<file path="config.mk">
export PLATFORM = sky130hd
export DESIGN_NAME = aq_bus_ctrl
export DESIGN_NICKNAME = d
export VERILOG_FILES = /design/src/common/aq_pkg.sv /design/src/logic/bus_strobe.sv /design/src/banking/bank_regs.sv /design/src/banking/mem_decode.sv /design/src/logic/io_ports.sv /design/src/logic/aq_bus_ctrl.sv
export VERILOG_INCLUDE_DIRS = /design/src /design/src/common
export SDC_FILE = /design/constraint.sdc
export NUM_CORES = 1
export LEC_CHECK = 0
export ABC_AREA = 1
export BUFFER_PORTS_ARGS = -buffer_cell sky130_fd_sc_hd__buf_2
export CAP_MARGIN = 0
export CORE_ASPECT_RATIO = 0.75
export CORE_UTILIZATION = 40
export DETAILED_ROUTE_END_ITERATION = 16
export PLACE_DENSITY = 0.78
export SLEW_MARGIN = 20
export SYNTH_ARGS = -nofsm -noshare
export SYNTH_HDL_FRONTEND = slang
export SYNTH_HIERARCHICAL = 1
export SYNTH_SLANG_ARGS = --single-unit
</file>
<file path="constraint.sdc">
create_clock -name sysclk -period 1.4 [get_ports sysclk]
set_clock_uncertainty 0.1 [all_clocks]
set_input_delay 0.28 -clock sysclk [delete_from_list [all_inputs] [get_ports sysclk]]
set_output_delay 0.28 -clock sysclk [all_outputs]
set_load 0.05 [all_outputs]
</file>
<file path="src/common/aq_settings.svh">
`ifndef AQ_SETTINGS_SVH
`define AQ_SETTINGS_SVH

// Strobe synchronizer length
`define AQ_SYNC_DEPTH      3

// IO ports
`define AQ_IO_BANK_BASE    8'hF0   // $F0-$F3, low two bits pick the register
`define AQ_IO_CASSETTE     8'hFC
`define AQ_IO_PRINTER      8'hFE
`define AQ_IO_KEYBOARD     8'hFF

// Banking registers after reset
`define AQ_BANK0_RESET     8'hC0   // Read-only, overlay, page 0
`define AQ_BANK1_RESET     8'd33
`define AQ_BANK2_RESET     8'd34
`define AQ_BANK3_RESET     8'd19

// Sysram overlay at $3800-$3FFF, address bits 13..11
`define AQ_SYSRAM_WINDOW   3'd7

// Page ranges, 16-31 map to no chip
`define AQ_ROM_PAGE_LAST   6'd15
`define AQ_RAM_PAGE_FIRST  6'd32

`endif

</file>
<file path="src/common/aq_pkg.sv">
`default_nettype none

package aq_pkg;

    //////////////////////////////////////////////////////////////////////
    // Z80 side
    //////////////////////////////////////////////////////////////////////

    // CPU bus as the board sees it, strobes active low
    typedef struct packed {
        logic [15:0] addr;
        logic [7:0]  data;
        logic        rd_n;
        logic        wr_n;
        logic        mreq_n;
        logic        iorq_n;
    } cpu_bus_t;

    // One banking register, ro in bit 7
    typedef struct packed {
        logic       ro;      // Block writes to ROM/RAM
        logic       overlay; // Map sysram at $3800-$3FFF of the window
        logic [5:0] page;    // 16 KB page number
    } bank_reg_t;

    //////////////////////////////////////////////////////////////////////
    // Memory chip control
    //////////////////////////////////////////////////////////////////////
    typedef struct packed {
        logic       rom_ce_n;
        logic       ram_ce_n;
        logic       ram_rom_we_n; // Shared by both chips
        logic [4:0] ba;           // Upper address bits of the chips
    } mem_sel_t;

endpackage

`default_nettype wire

</file>
<file path="src/logic/bus_strobe.sv">
`default_nettype none
`timescale 1ns/1ns

`include "aq_settings.svh"

module bus_strobe (
    input  wire                   sysclk,
    input  wire                   reset,
    input  wire aq_pkg::cpu_bus_t cpu,
    output logic [7:0]            wrdata,
    output logic                  bus_write
);

    logic [`AQ_SYNC_DEPTH-1:0] wr_n_sync;

    // Falling edge seen at the synchronizer output
    wire wr_fall = wr_n_sync[`AQ_SYNC_DEPTH-1 -: 2] == 2'b10;

    always_ff @(posedge sysclk or posedge reset) begin
        if (reset) begin
            wr_n_sync <= '1;   // Bus idle
            bus_write <= 1'b0;
        end else begin
            wr_n_sync <= {wr_n_sync[`AQ_SYNC_DEPTH-2:0], cpu.wr_n};
            bus_write <= wr_fall;
        end
    end

    // Data is stable long before the strobe arrives
    always_ff @(posedge sysclk) begin
        if (!cpu.wr_n)
            wrdata <= cpu.data;
    end

    // One strobe per write cycle
    a_write_single: assert property (@(posedge sysclk) disable iff (reset)
        bus_write |=> !bus_write);

endmodule

`default_nettype wire

</file>
<file path="src/banking/bank_regs.sv">
`default_nettype none
`timescale 1ns/1ns

`include "aq_settings.svh"

module bank_regs (
    input  wire                   sysclk,
    input  wire                   reset,
    input  wire aq_pkg::cpu_bus_t cpu,
    input  wire [7:0]             wrdata,
    input  wire                   bus_write,
    output aq_pkg::bank_reg_t     cur_bank,
    output logic [7:0]            bank_rddata
);

    import aq_pkg::*;

    bank_reg_t bank_r [4];   // IO $F0-$F3

    // Any of the four banking ports
    wire sel_io_bank = !cpu.iorq_n && {cpu.addr[7:2], 2'b00} == `AQ_IO_BANK_BASE;

    //////////////////////////////////////////////////////////////////////
    // Register file
    //////////////////////////////////////////////////////////////////////
    always_ff @(posedge sysclk or posedge reset) begin
        if (reset) begin
            bank_r[0] <= `AQ_BANK0_RESET;
            bank_r[1] <= `AQ_BANK1_RESET;
            bank_r[2] <= `AQ_BANK2_RESET;
            bank_r[3] <= `AQ_BANK3_RESET;
        end else if (sel_io_bank && bus_write) begin
            bank_r[cpu.addr[1:0]] <= wrdata;
        end
    end

    //////////////////////////////////////////////////////////////////////
    // Selection
    //////////////////////////////////////////////////////////////////////

    // Each 16 KB CPU window has its own register
    always_comb begin
        case (cpu.addr[15:14])
            2'd0:    cur_bank = bank_r[0];   // $0000-$3FFF
            2'd1:    cur_bank = bank_r[1];
            2'd2:    cur_bank = bank_r[2];
            default: cur_bank = bank_r[3];   // $C000-$FFFF
        endcase
    end

    // Readback picked by the IO port number
    always_comb begin
        case (cpu.addr[1:0])
            2'd0:    bank_rddata = bank_r[0];
            2'd1:    bank_rddata = bank_r[1];
            2'd2:    bank_rddata = bank_r[2];
            default: bank_rddata = bank_r[3];
        endcase
    end

endmodule

`default_nettype wire

</file>
<file path="src/banking/mem_decode.sv">
`default_nettype none
`timescale 1ns/1ns

`include "aq_settings.svh"

module mem_decode (
    input  wire aq_pkg::cpu_bus_t  cpu,
    input  wire aq_pkg::bank_reg_t cur_bank,
    output aq_pkg::mem_sel_t       mem
);

    // System RAM overlay, always in RAM page 32
    wire sel_sysram = !cpu.mreq_n && cur_bank.overlay &&
                      cpu.addr[13:11] == `AQ_SYSRAM_WINDOW;

    // No chip enable for a write into a read-only bank
    wire allow_sel = !cpu.mreq_n && !sel_sysram && (cpu.wr_n || !cur_bank.ro);

    wire sel_rom = allow_sel && cur_bank.page <= `AQ_ROM_PAGE_LAST;
    wire sel_ram = (allow_sel && cur_bank.page >= `AQ_RAM_PAGE_FIRST) || sel_sysram;

    // The overlay ignores ro, the banked chips do not
    wire wr_allow = sel_sysram || ((sel_rom || sel_ram) && !cur_bank.ro);

    always_comb begin
        mem.rom_ce_n     = !sel_rom;
        mem.ram_ce_n     = !sel_ram;
        mem.ram_rom_we_n = !(!cpu.wr_n && wr_allow);
        mem.ba           = sel_sysram ? 5'd0 : cur_bank.page[4:0];
    end

    // Page ranges and the overlay must keep the chips apart
    always_comb begin
        a_one_chip: assert (mem.rom_ce_n || mem.ram_ce_n)
            else $error("ROM and RAM enabled together");
    end

endmodule

`default_nettype wire

</file>
<file path="src/logic/io_ports.sv">
`default_nettype none
`timescale 1ns/1ns

`include "aq_settings.svh"

module io_ports (
    input  wire                   sysclk,
    input  wire                   reset,
    input  wire aq_pkg::cpu_bus_t cpu,
    input  wire [7:0]             wrdata,
    input  wire                   bus_write,
    input  wire [7:0]             bank_rddata,
    input  wire [63:0]            keys,
    input  wire                   cassette_in,
    input  wire                   printer_in,
    output logic [7:0]            rddata,
    output logic                  rddata_oe,
    output logic                  cassette_out,
    output logic                  printer_out
);

    logic [7:0] keyb_data;

    //////////////////////////////////////////////////////////////////////
    // IO decode
    //////////////////////////////////////////////////////////////////////
    wire sel_io_bank     = !cpu.iorq_n && {cpu.addr[7:2], 2'b00} == `AQ_IO_BANK_BASE;
    wire sel_io_cassette = !cpu.iorq_n && cpu.addr[7:0] == `AQ_IO_CASSETTE;
    wire sel_io_printer  = !cpu.iorq_n && cpu.addr[7:0] == `AQ_IO_PRINTER;
    wire sel_io_keyboard = !cpu.iorq_n && cpu.addr[7:0] == `AQ_IO_KEYBOARD;

    // Port answered by this board
    wire io_sel = sel_io_bank | sel_io_cassette | sel_io_printer | sel_io_keyboard;

    // Single-bit outputs
    always_ff @(posedge sysclk or posedge reset) begin
        if (reset) begin
            cassette_out <= 1'b0;
            printer_out  <= 1'b0;
        end else begin
            if (sel_io_cassette && bus_write) cassette_out <= wrdata[0];
            if (sel_io_printer  && bus_write) printer_out  <= wrdata[0];
        end
    end

    //////////////////////////////////////////////////////////////////////
    // Keyboard matrix
    //////////////////////////////////////////////////////////////////////

    // A low address bit 8+k selects row k, selected rows are ANDed
    always_comb begin
        keyb_data = 8'hFF;
        for (int k = 0; k < 8; k++) begin
            if (!cpu.addr[8 + k])
                keyb_data &= keys[8*k +: 8];
        end
    end

    //////////////////////////////////////////////////////////////////////
    // Read data
    //////////////////////////////////////////////////////////////////////
    always_comb begin
        rddata = 8'h00;
        if (sel_io_bank)          rddata = bank_rddata;            // IO $F0-$F3
        else if (sel_io_cassette) rddata = {7'b0, cassette_in};    // IO $FC
        else if (sel_io_printer)  rddata = {7'b0, printer_in};     // IO $FE
        else if (sel_io_keyboard) rddata = keyb_data;              // IO $FF
    end

    assign rddata_oe = !cpu.rd_n && io_sel;

    // Never drive the data bus outside a read
    a_oe_on_read: assert property (@(posedge sysclk) disable iff (reset)
        rddata_oe |-> !cpu.rd_n);

endmodule

`default_nettype wire

</file>
<file path="src/logic/aq_bus_ctrl.sv">
`default_nettype none
`timescale 1ns/1ns

module aq_bus_ctrl (
    input  wire                   sysclk,
    input  wire                   reset,
    input  wire aq_pkg::cpu_bus_t cpu,
    input  wire [63:0]            keys,      // Key matrix, row k in bits 8k+7..8k
    input  wire                   cassette_in,
    input  wire                   printer_in,
    output wire aq_pkg::mem_sel_t mem,
    output wire [7:0]             rddata,
    output wire                   rddata_oe,
    output wire                   cassette_out,
    output wire                   printer_out
);

    import aq_pkg::*;

    wire [7:0] wrdata;
    wire       bus_write;
    wire [7:0] bank_rddata;
    bank_reg_t cur_bank;     // Register of the current 16 KB window

    //////////////////////////////////////////////////////////////////////
    // Bus timing
    //////////////////////////////////////////////////////////////////////
    bus_strobe u_bus_strobe (
        .sysclk    (sysclk),
        .reset     (reset),
        .cpu       (cpu),
        .wrdata    (wrdata),
        .bus_write (bus_write)
    );

    //////////////////////////////////////////////////////////////////////
    // Banking and memory decode
    //////////////////////////////////////////////////////////////////////
    bank_regs u_bank_regs (
        .sysclk      (sysclk),
        .reset       (reset),
        .cpu         (cpu),
        .wrdata      (wrdata),
        .bus_write   (bus_write),
        .cur_bank    (cur_bank),
        .bank_rddata (bank_rddata)
    );

    mem_decode u_mem_decode (
        .cpu      (cpu),
        .cur_bank (cur_bank),
        .mem      (mem)
    );

    //////////////////////////////////////////////////////////////////////
    // IO ports
    //////////////////////////////////////////////////////////////////////
    io_ports u_io_ports (
        .sysclk       (sysclk),
        .reset        (reset),
        .cpu          (cpu),
        .wrdata       (wrdata),
        .bus_write    (bus_write),
        .bank_rddata  (bank_rddata),
        .keys         (keys),
        .cassette_in  (cassette_in),
        .printer_in   (printer_in),
        .rddata       (rddata),
        .rddata_oe    (rddata_oe),
        .cassette_out (cassette_out),
        .printer_out  (printer_out)
    );

endmodule

`default_nettype wire

</file>
Yosys cells after proc, flatten, opt, wreduce, memory -nomap -nowiden
Cells that the tools add are included.
- register bits: 46
- input bits: 96
- $lt $le $gt $ge: 4
- equality and inequality tests: 10
- muxes and demuxes: 18
- bitwise logic cells: 11
- reductions and logical operators: 32
- operator list (kind ; number):
    two-way mux 8 bit ; 13
    AND 8 bit ; 7
    case mux 8 bit (3 select lines) ; 2
    bitwise mux 32 bit ; 1
    equality test 8 bit, second input constant ; 3
    logical AND 1 bit ; 17
    demux 8 bit (select 2 bit) ; 1
    logical NOT 1 bit ; 9
    equality test 2 bit, second input constant ; 3
    equality test 6 bit, second input constant ; 1
    >= comparator 6 bit, second input constant ; 1
    <= comparator 6 x 4 -> 1 bit, second input constant ; 1
    two-way mux 5 bit ; 1
    equality test 2 x 1 -> 1 bit, second input constant ; 2
    logical NOT 2 bit ; 2
    logical OR 1 bit ; 4
    equality test 3 bit, second input constant ; 1
    >= comparator 3 bit, second input constant ; 1
    less-than comparator 3 x 1 -> 1 bit, second input constant ; 1
    NOT 2 -> 3 bit ; 1
    OR 1 bit ; 3

Depth between registers and ports, before layout
- depth after elaboration: 19
- mapped depth: 9
- gate-level depth less buffers: 9

Cells and area by module
Netlist, hierarchy kept.
- by module, submodules not included (module ; instances ; cells each ; area each (um2)):
    bank_regs ; 1 ; 246 ; 1823.0
    io_ports ; 1 ; 145 ; 716.9
    bus_strobe ; 1 ; 16 ; 361.6
    mem_decode ; 1 ; 28 ; 146.4

Worst setup path before layout
Ideal clock, no wire load.
- path type: input -> output
- from: in cpu[26] in the netlist's numbering
- to: out mem[4] in the netlist's numbering
- arrival: 1.468 ns
- required time: 1.020 ns
- path slack: -0.448 ns
- stages on the path: 6
- path buffers: 0
- cells stage by stage: inv_1 > nor2_1 > nand2_1 > nand4_1 > inv_1 > nor2_1
- RTL lines (item ; RTL line ; source):
    from (decl) ; aq_bus_ctrl.sv:7 ; input wire aq_pkg::cpu_bus_t cpu,
    to (decl) ; aq_bus_ctrl.sv:11 ; output wire aq_pkg::mem_sel_t mem,

==> impl_metrics.py <==
metrics = {
    "placed_design": {
        "dp_hpwl_mm": 8.04,
        "gp_congestion": 0.885,
        "dpl.cell_count": 689,
        "port_buffers": 114,
    },
    "grt": {
        "antenna_found_initial": 0,
        "grtUsageTotal": 0.274,
        "grt_pass1_vias": 3459,
        "grt_max_degree": 33,
        "overflow": 0,
        "grt_pass1_wl_mm": 16.7,
    },
    "detailed_routing": {
        "viasPerCell": 5.37,
        "drt_wl_total_mm": 11.5,
        "avgRoutedWirePerCell_um": 16.2,
        "drt_iter0_markers": 262,
        "wl_met3_mm": 1.15,
        "wl_met1_mm": 4.86,
        "top_layer_used": "met4",
        "via_count": 3815,
        "first_pass_iters": 6,
        "ant_nets": 0,
        "met2_length_mm": 5.17,
        "drc_errors": 0,
    },
    "synth": {
        "yosys-top-cells-area": "dfrtp_1 21%, nand2_1 20%, nand4_1 10%",
        "synth_warnings": 6,
        "yosysSeqAreaShare": 0.396,
        "syn-cell-area_sq_mm": 0.00305,
        "syn_area_per_cell_sq_um": 7.01,
        "yosys.area.top_type": "dfrtp_1",
        "synth_top_cell_area_share": 0.213,
        "postSynthCellCount": 435,
        "ys_ff_latch": 46,
        "synth.net_count": 531,
        "yosysUniqueCellTypes": 25,
    },
    "sta": {
        "maxSlewViolCount": 0,
        "rsz0062_at_grt": "yes",
        "tightest_slew_ns": 0.330,
        "slew-limit-headroom": 0.778,
        "fmax_mhz": 500,
        "setup_viol_count_final": 17,
        "holdWs_ns": 0.0595,
        "hold_violations": 0,
        "tns_ns": -7.54,
        "fin_crit_sh": 1.43,
        "timing.final.ws_setup_ns": -0.600,
        "period_needed_ns": 2.00,
    },
    "cells_and_area": {
        "mostFrequentLayoutCells": "146 x nand2_1, 90 x buf_2, 51 x buf_4, 51 x nand4_1, 39 x nor2_1",
        "nFillCells": 611,
        "synthToLayoutAreaGrowth_pct": 58.8,
        "nets": 704,
        "drive_above_1_share": 0.438,
        "final_common_cell": "nand2_1",
        "fin_util": 0.657,
        "antenna_cells": 0,
        "finalNonFillerCells": 710,
    },
    "setup_path": {
        "arrival_ns": 1.62,
        "crit_type": "register to output pin",
        "cpPeakStageDelay_ns": 0.56,
        "endpoint_kind": "output pin",
        "cp.buffers_inverters": 1,
        "start_kind": "register",
        "path_cells": "nand2_2 -> nand4_1 -> nand2_4 -> nor2_8 -> nor2_2 -> nor2_2 -> nand2_4 -> buf_8",
        "crit_slowest_cell": "dfstp_2",
        "cp_top_family": "simple AND/OR/NAND/NOR gates",
        "cp_max_fo": 4,
        "crit_required_ns": 1.02,
    },
    "clocking": {
        "clockBufferDepth": 2,
        "cts_sinks": 46,
        "clock_latency_ns": 0.29,
        "cts_root_buffer": "clkbuf_8",
        "path_clk_slew_ns": 0.09,
        "cts_tree": "done",
        "cts_max_level": 2,
        "numCtsBuffers": 5,
    },
    "floorplanning": {
        "initial_utilization": 0.414,
        "rows": 27,
        "die_w_um": 103,
        "dieArea_sq_mm": 0.00798,
        "fp.dieH_um": 77.6,
        "coreArea_sq_mm": 0.00736,
        "pin_count": 115,
    },
    "run": {
        "maxCapViolCount": 0,
    },
    "run_status": {
        "status": "complete, but fails checks",
        "violations": "setup timing",
    },
    "power": {
        "finalPower_mw": 2.93,
        "p_per_area_mw_per_mm2": 605,
        "p_leak_nw": 2.43,
        "vdd_drop_max_mv": 0.849,
    },
    "hold_path": {
        "hold_path.class": "input pin to register",
    },
}
[cells in the mapped netlist (all sizes together)]
cell and count:
buf 17, clkbuf 1, dfrtp 26, dfstp 12
edfxtp 8, inv 34, nand2 165, nand3 28
nand4 51, nor2 59, nor2b 1, nor3 6
o21ai 7, o21bai 1, o22ai 18, or2 1
[timing repair]
| action | in CTS | in global routing |
|---|---|---|
| cloned | 1 | 0 |
| buffers inserted | 9 | 4 |
| pin swaps | 39 | 16 |
| hold endpoints to repair | 29 | 0 |
| hold buffers | 1 | 0 |
| resized for setup | 80 | 24 |
| endpoints found under the setup margin | 17 | 17 |
[report_power, final]
group	total, mW	internal (mW)	switching (mW)	leakage [nW]
registers	1.46	1.41	0.0449	0.564
logic	0.696	0.318	0.378	1.82
clock network	0.779	0.344	0.435	0.0426
[layer usage]
metal  global-route usage  vias up
met5                    0        -
met4               0.0831        0
met3               0.0721       39
met2                0.405      223
met1                0.391     1754
li1                     -     1799
[stage by stage]
| step | instance area (sq um) | setup WS, ns |
|---|---|---|
| floorplan | 3180 | -0.184 |
| CTS | 4710 | -0.599 |
| global route | 4840 | -0.658 |
| detailed placement | 4250 | -0.509 |
| global placement | 4250 | -0.438 |
| finish | 4840 | -0.600 |
[final cells by class]
cell class | count | area (sq um) | area share
inverter | 34 | 130 | 0.0269
clock buffer | 6 | 72.6 | 0.0150
timing repair buffer | 184 | 1430 | 0.296
sequential | 46 | 1210 | 0.249
tap | 101 | 126 | 0.0261
multi-input combinational | 337 | 1860 | 0.385
clock inverter | 2 | 8.76 | 0.00181
[kinds of logic after synthesis]
| family | count (synthesis) | share of synthesized area |
|---|---|---|
| and+or+nand+nor | 311 | 0.476 |
| buffers and inverters | 52 | 0.0772 |
| DFF | 46 | 0.396 |
| AOI/OAI and AO/OA | 26 | 0.0509 |
[sequential cells by signal, indices dropped and copies added (netlist names)]
signal and count:
u_bank_regs/bank_r 32, u_io_ports/printer_out 1, u_io_ports/cassette_out 1, u_bus_strobe/bus_write 1, u_bus_strobe/wr_n_sync 3, u_bus_strobe/wrdata 8
[path summary, 6_finish.rpt]
kind,start,end,slack (ns),cells past startpoint
min in group asynchronous,reset,u_io_ports/cassette_out,0.32,3
worst min-delay path,cpu[7],u_bus_strobe/wrdata[3],0.06,1
worst max-delay path,u_bank_regs/bank_r[30],mem[5],-0.60,8
max in group asynchronous,reset,u_bank_regs/bank_r[4],0.44,4
worst max register to register,u_bus_strobe/bus_write,u_bank_regs/bank_r[20],0.05,5
worst min register to register,u_bus_strobe/wr_n_sync[0],u_bus_strobe/wr_n_sync[1],0.26,0
No activity file was read; power rests on OpenSTA's default activity.
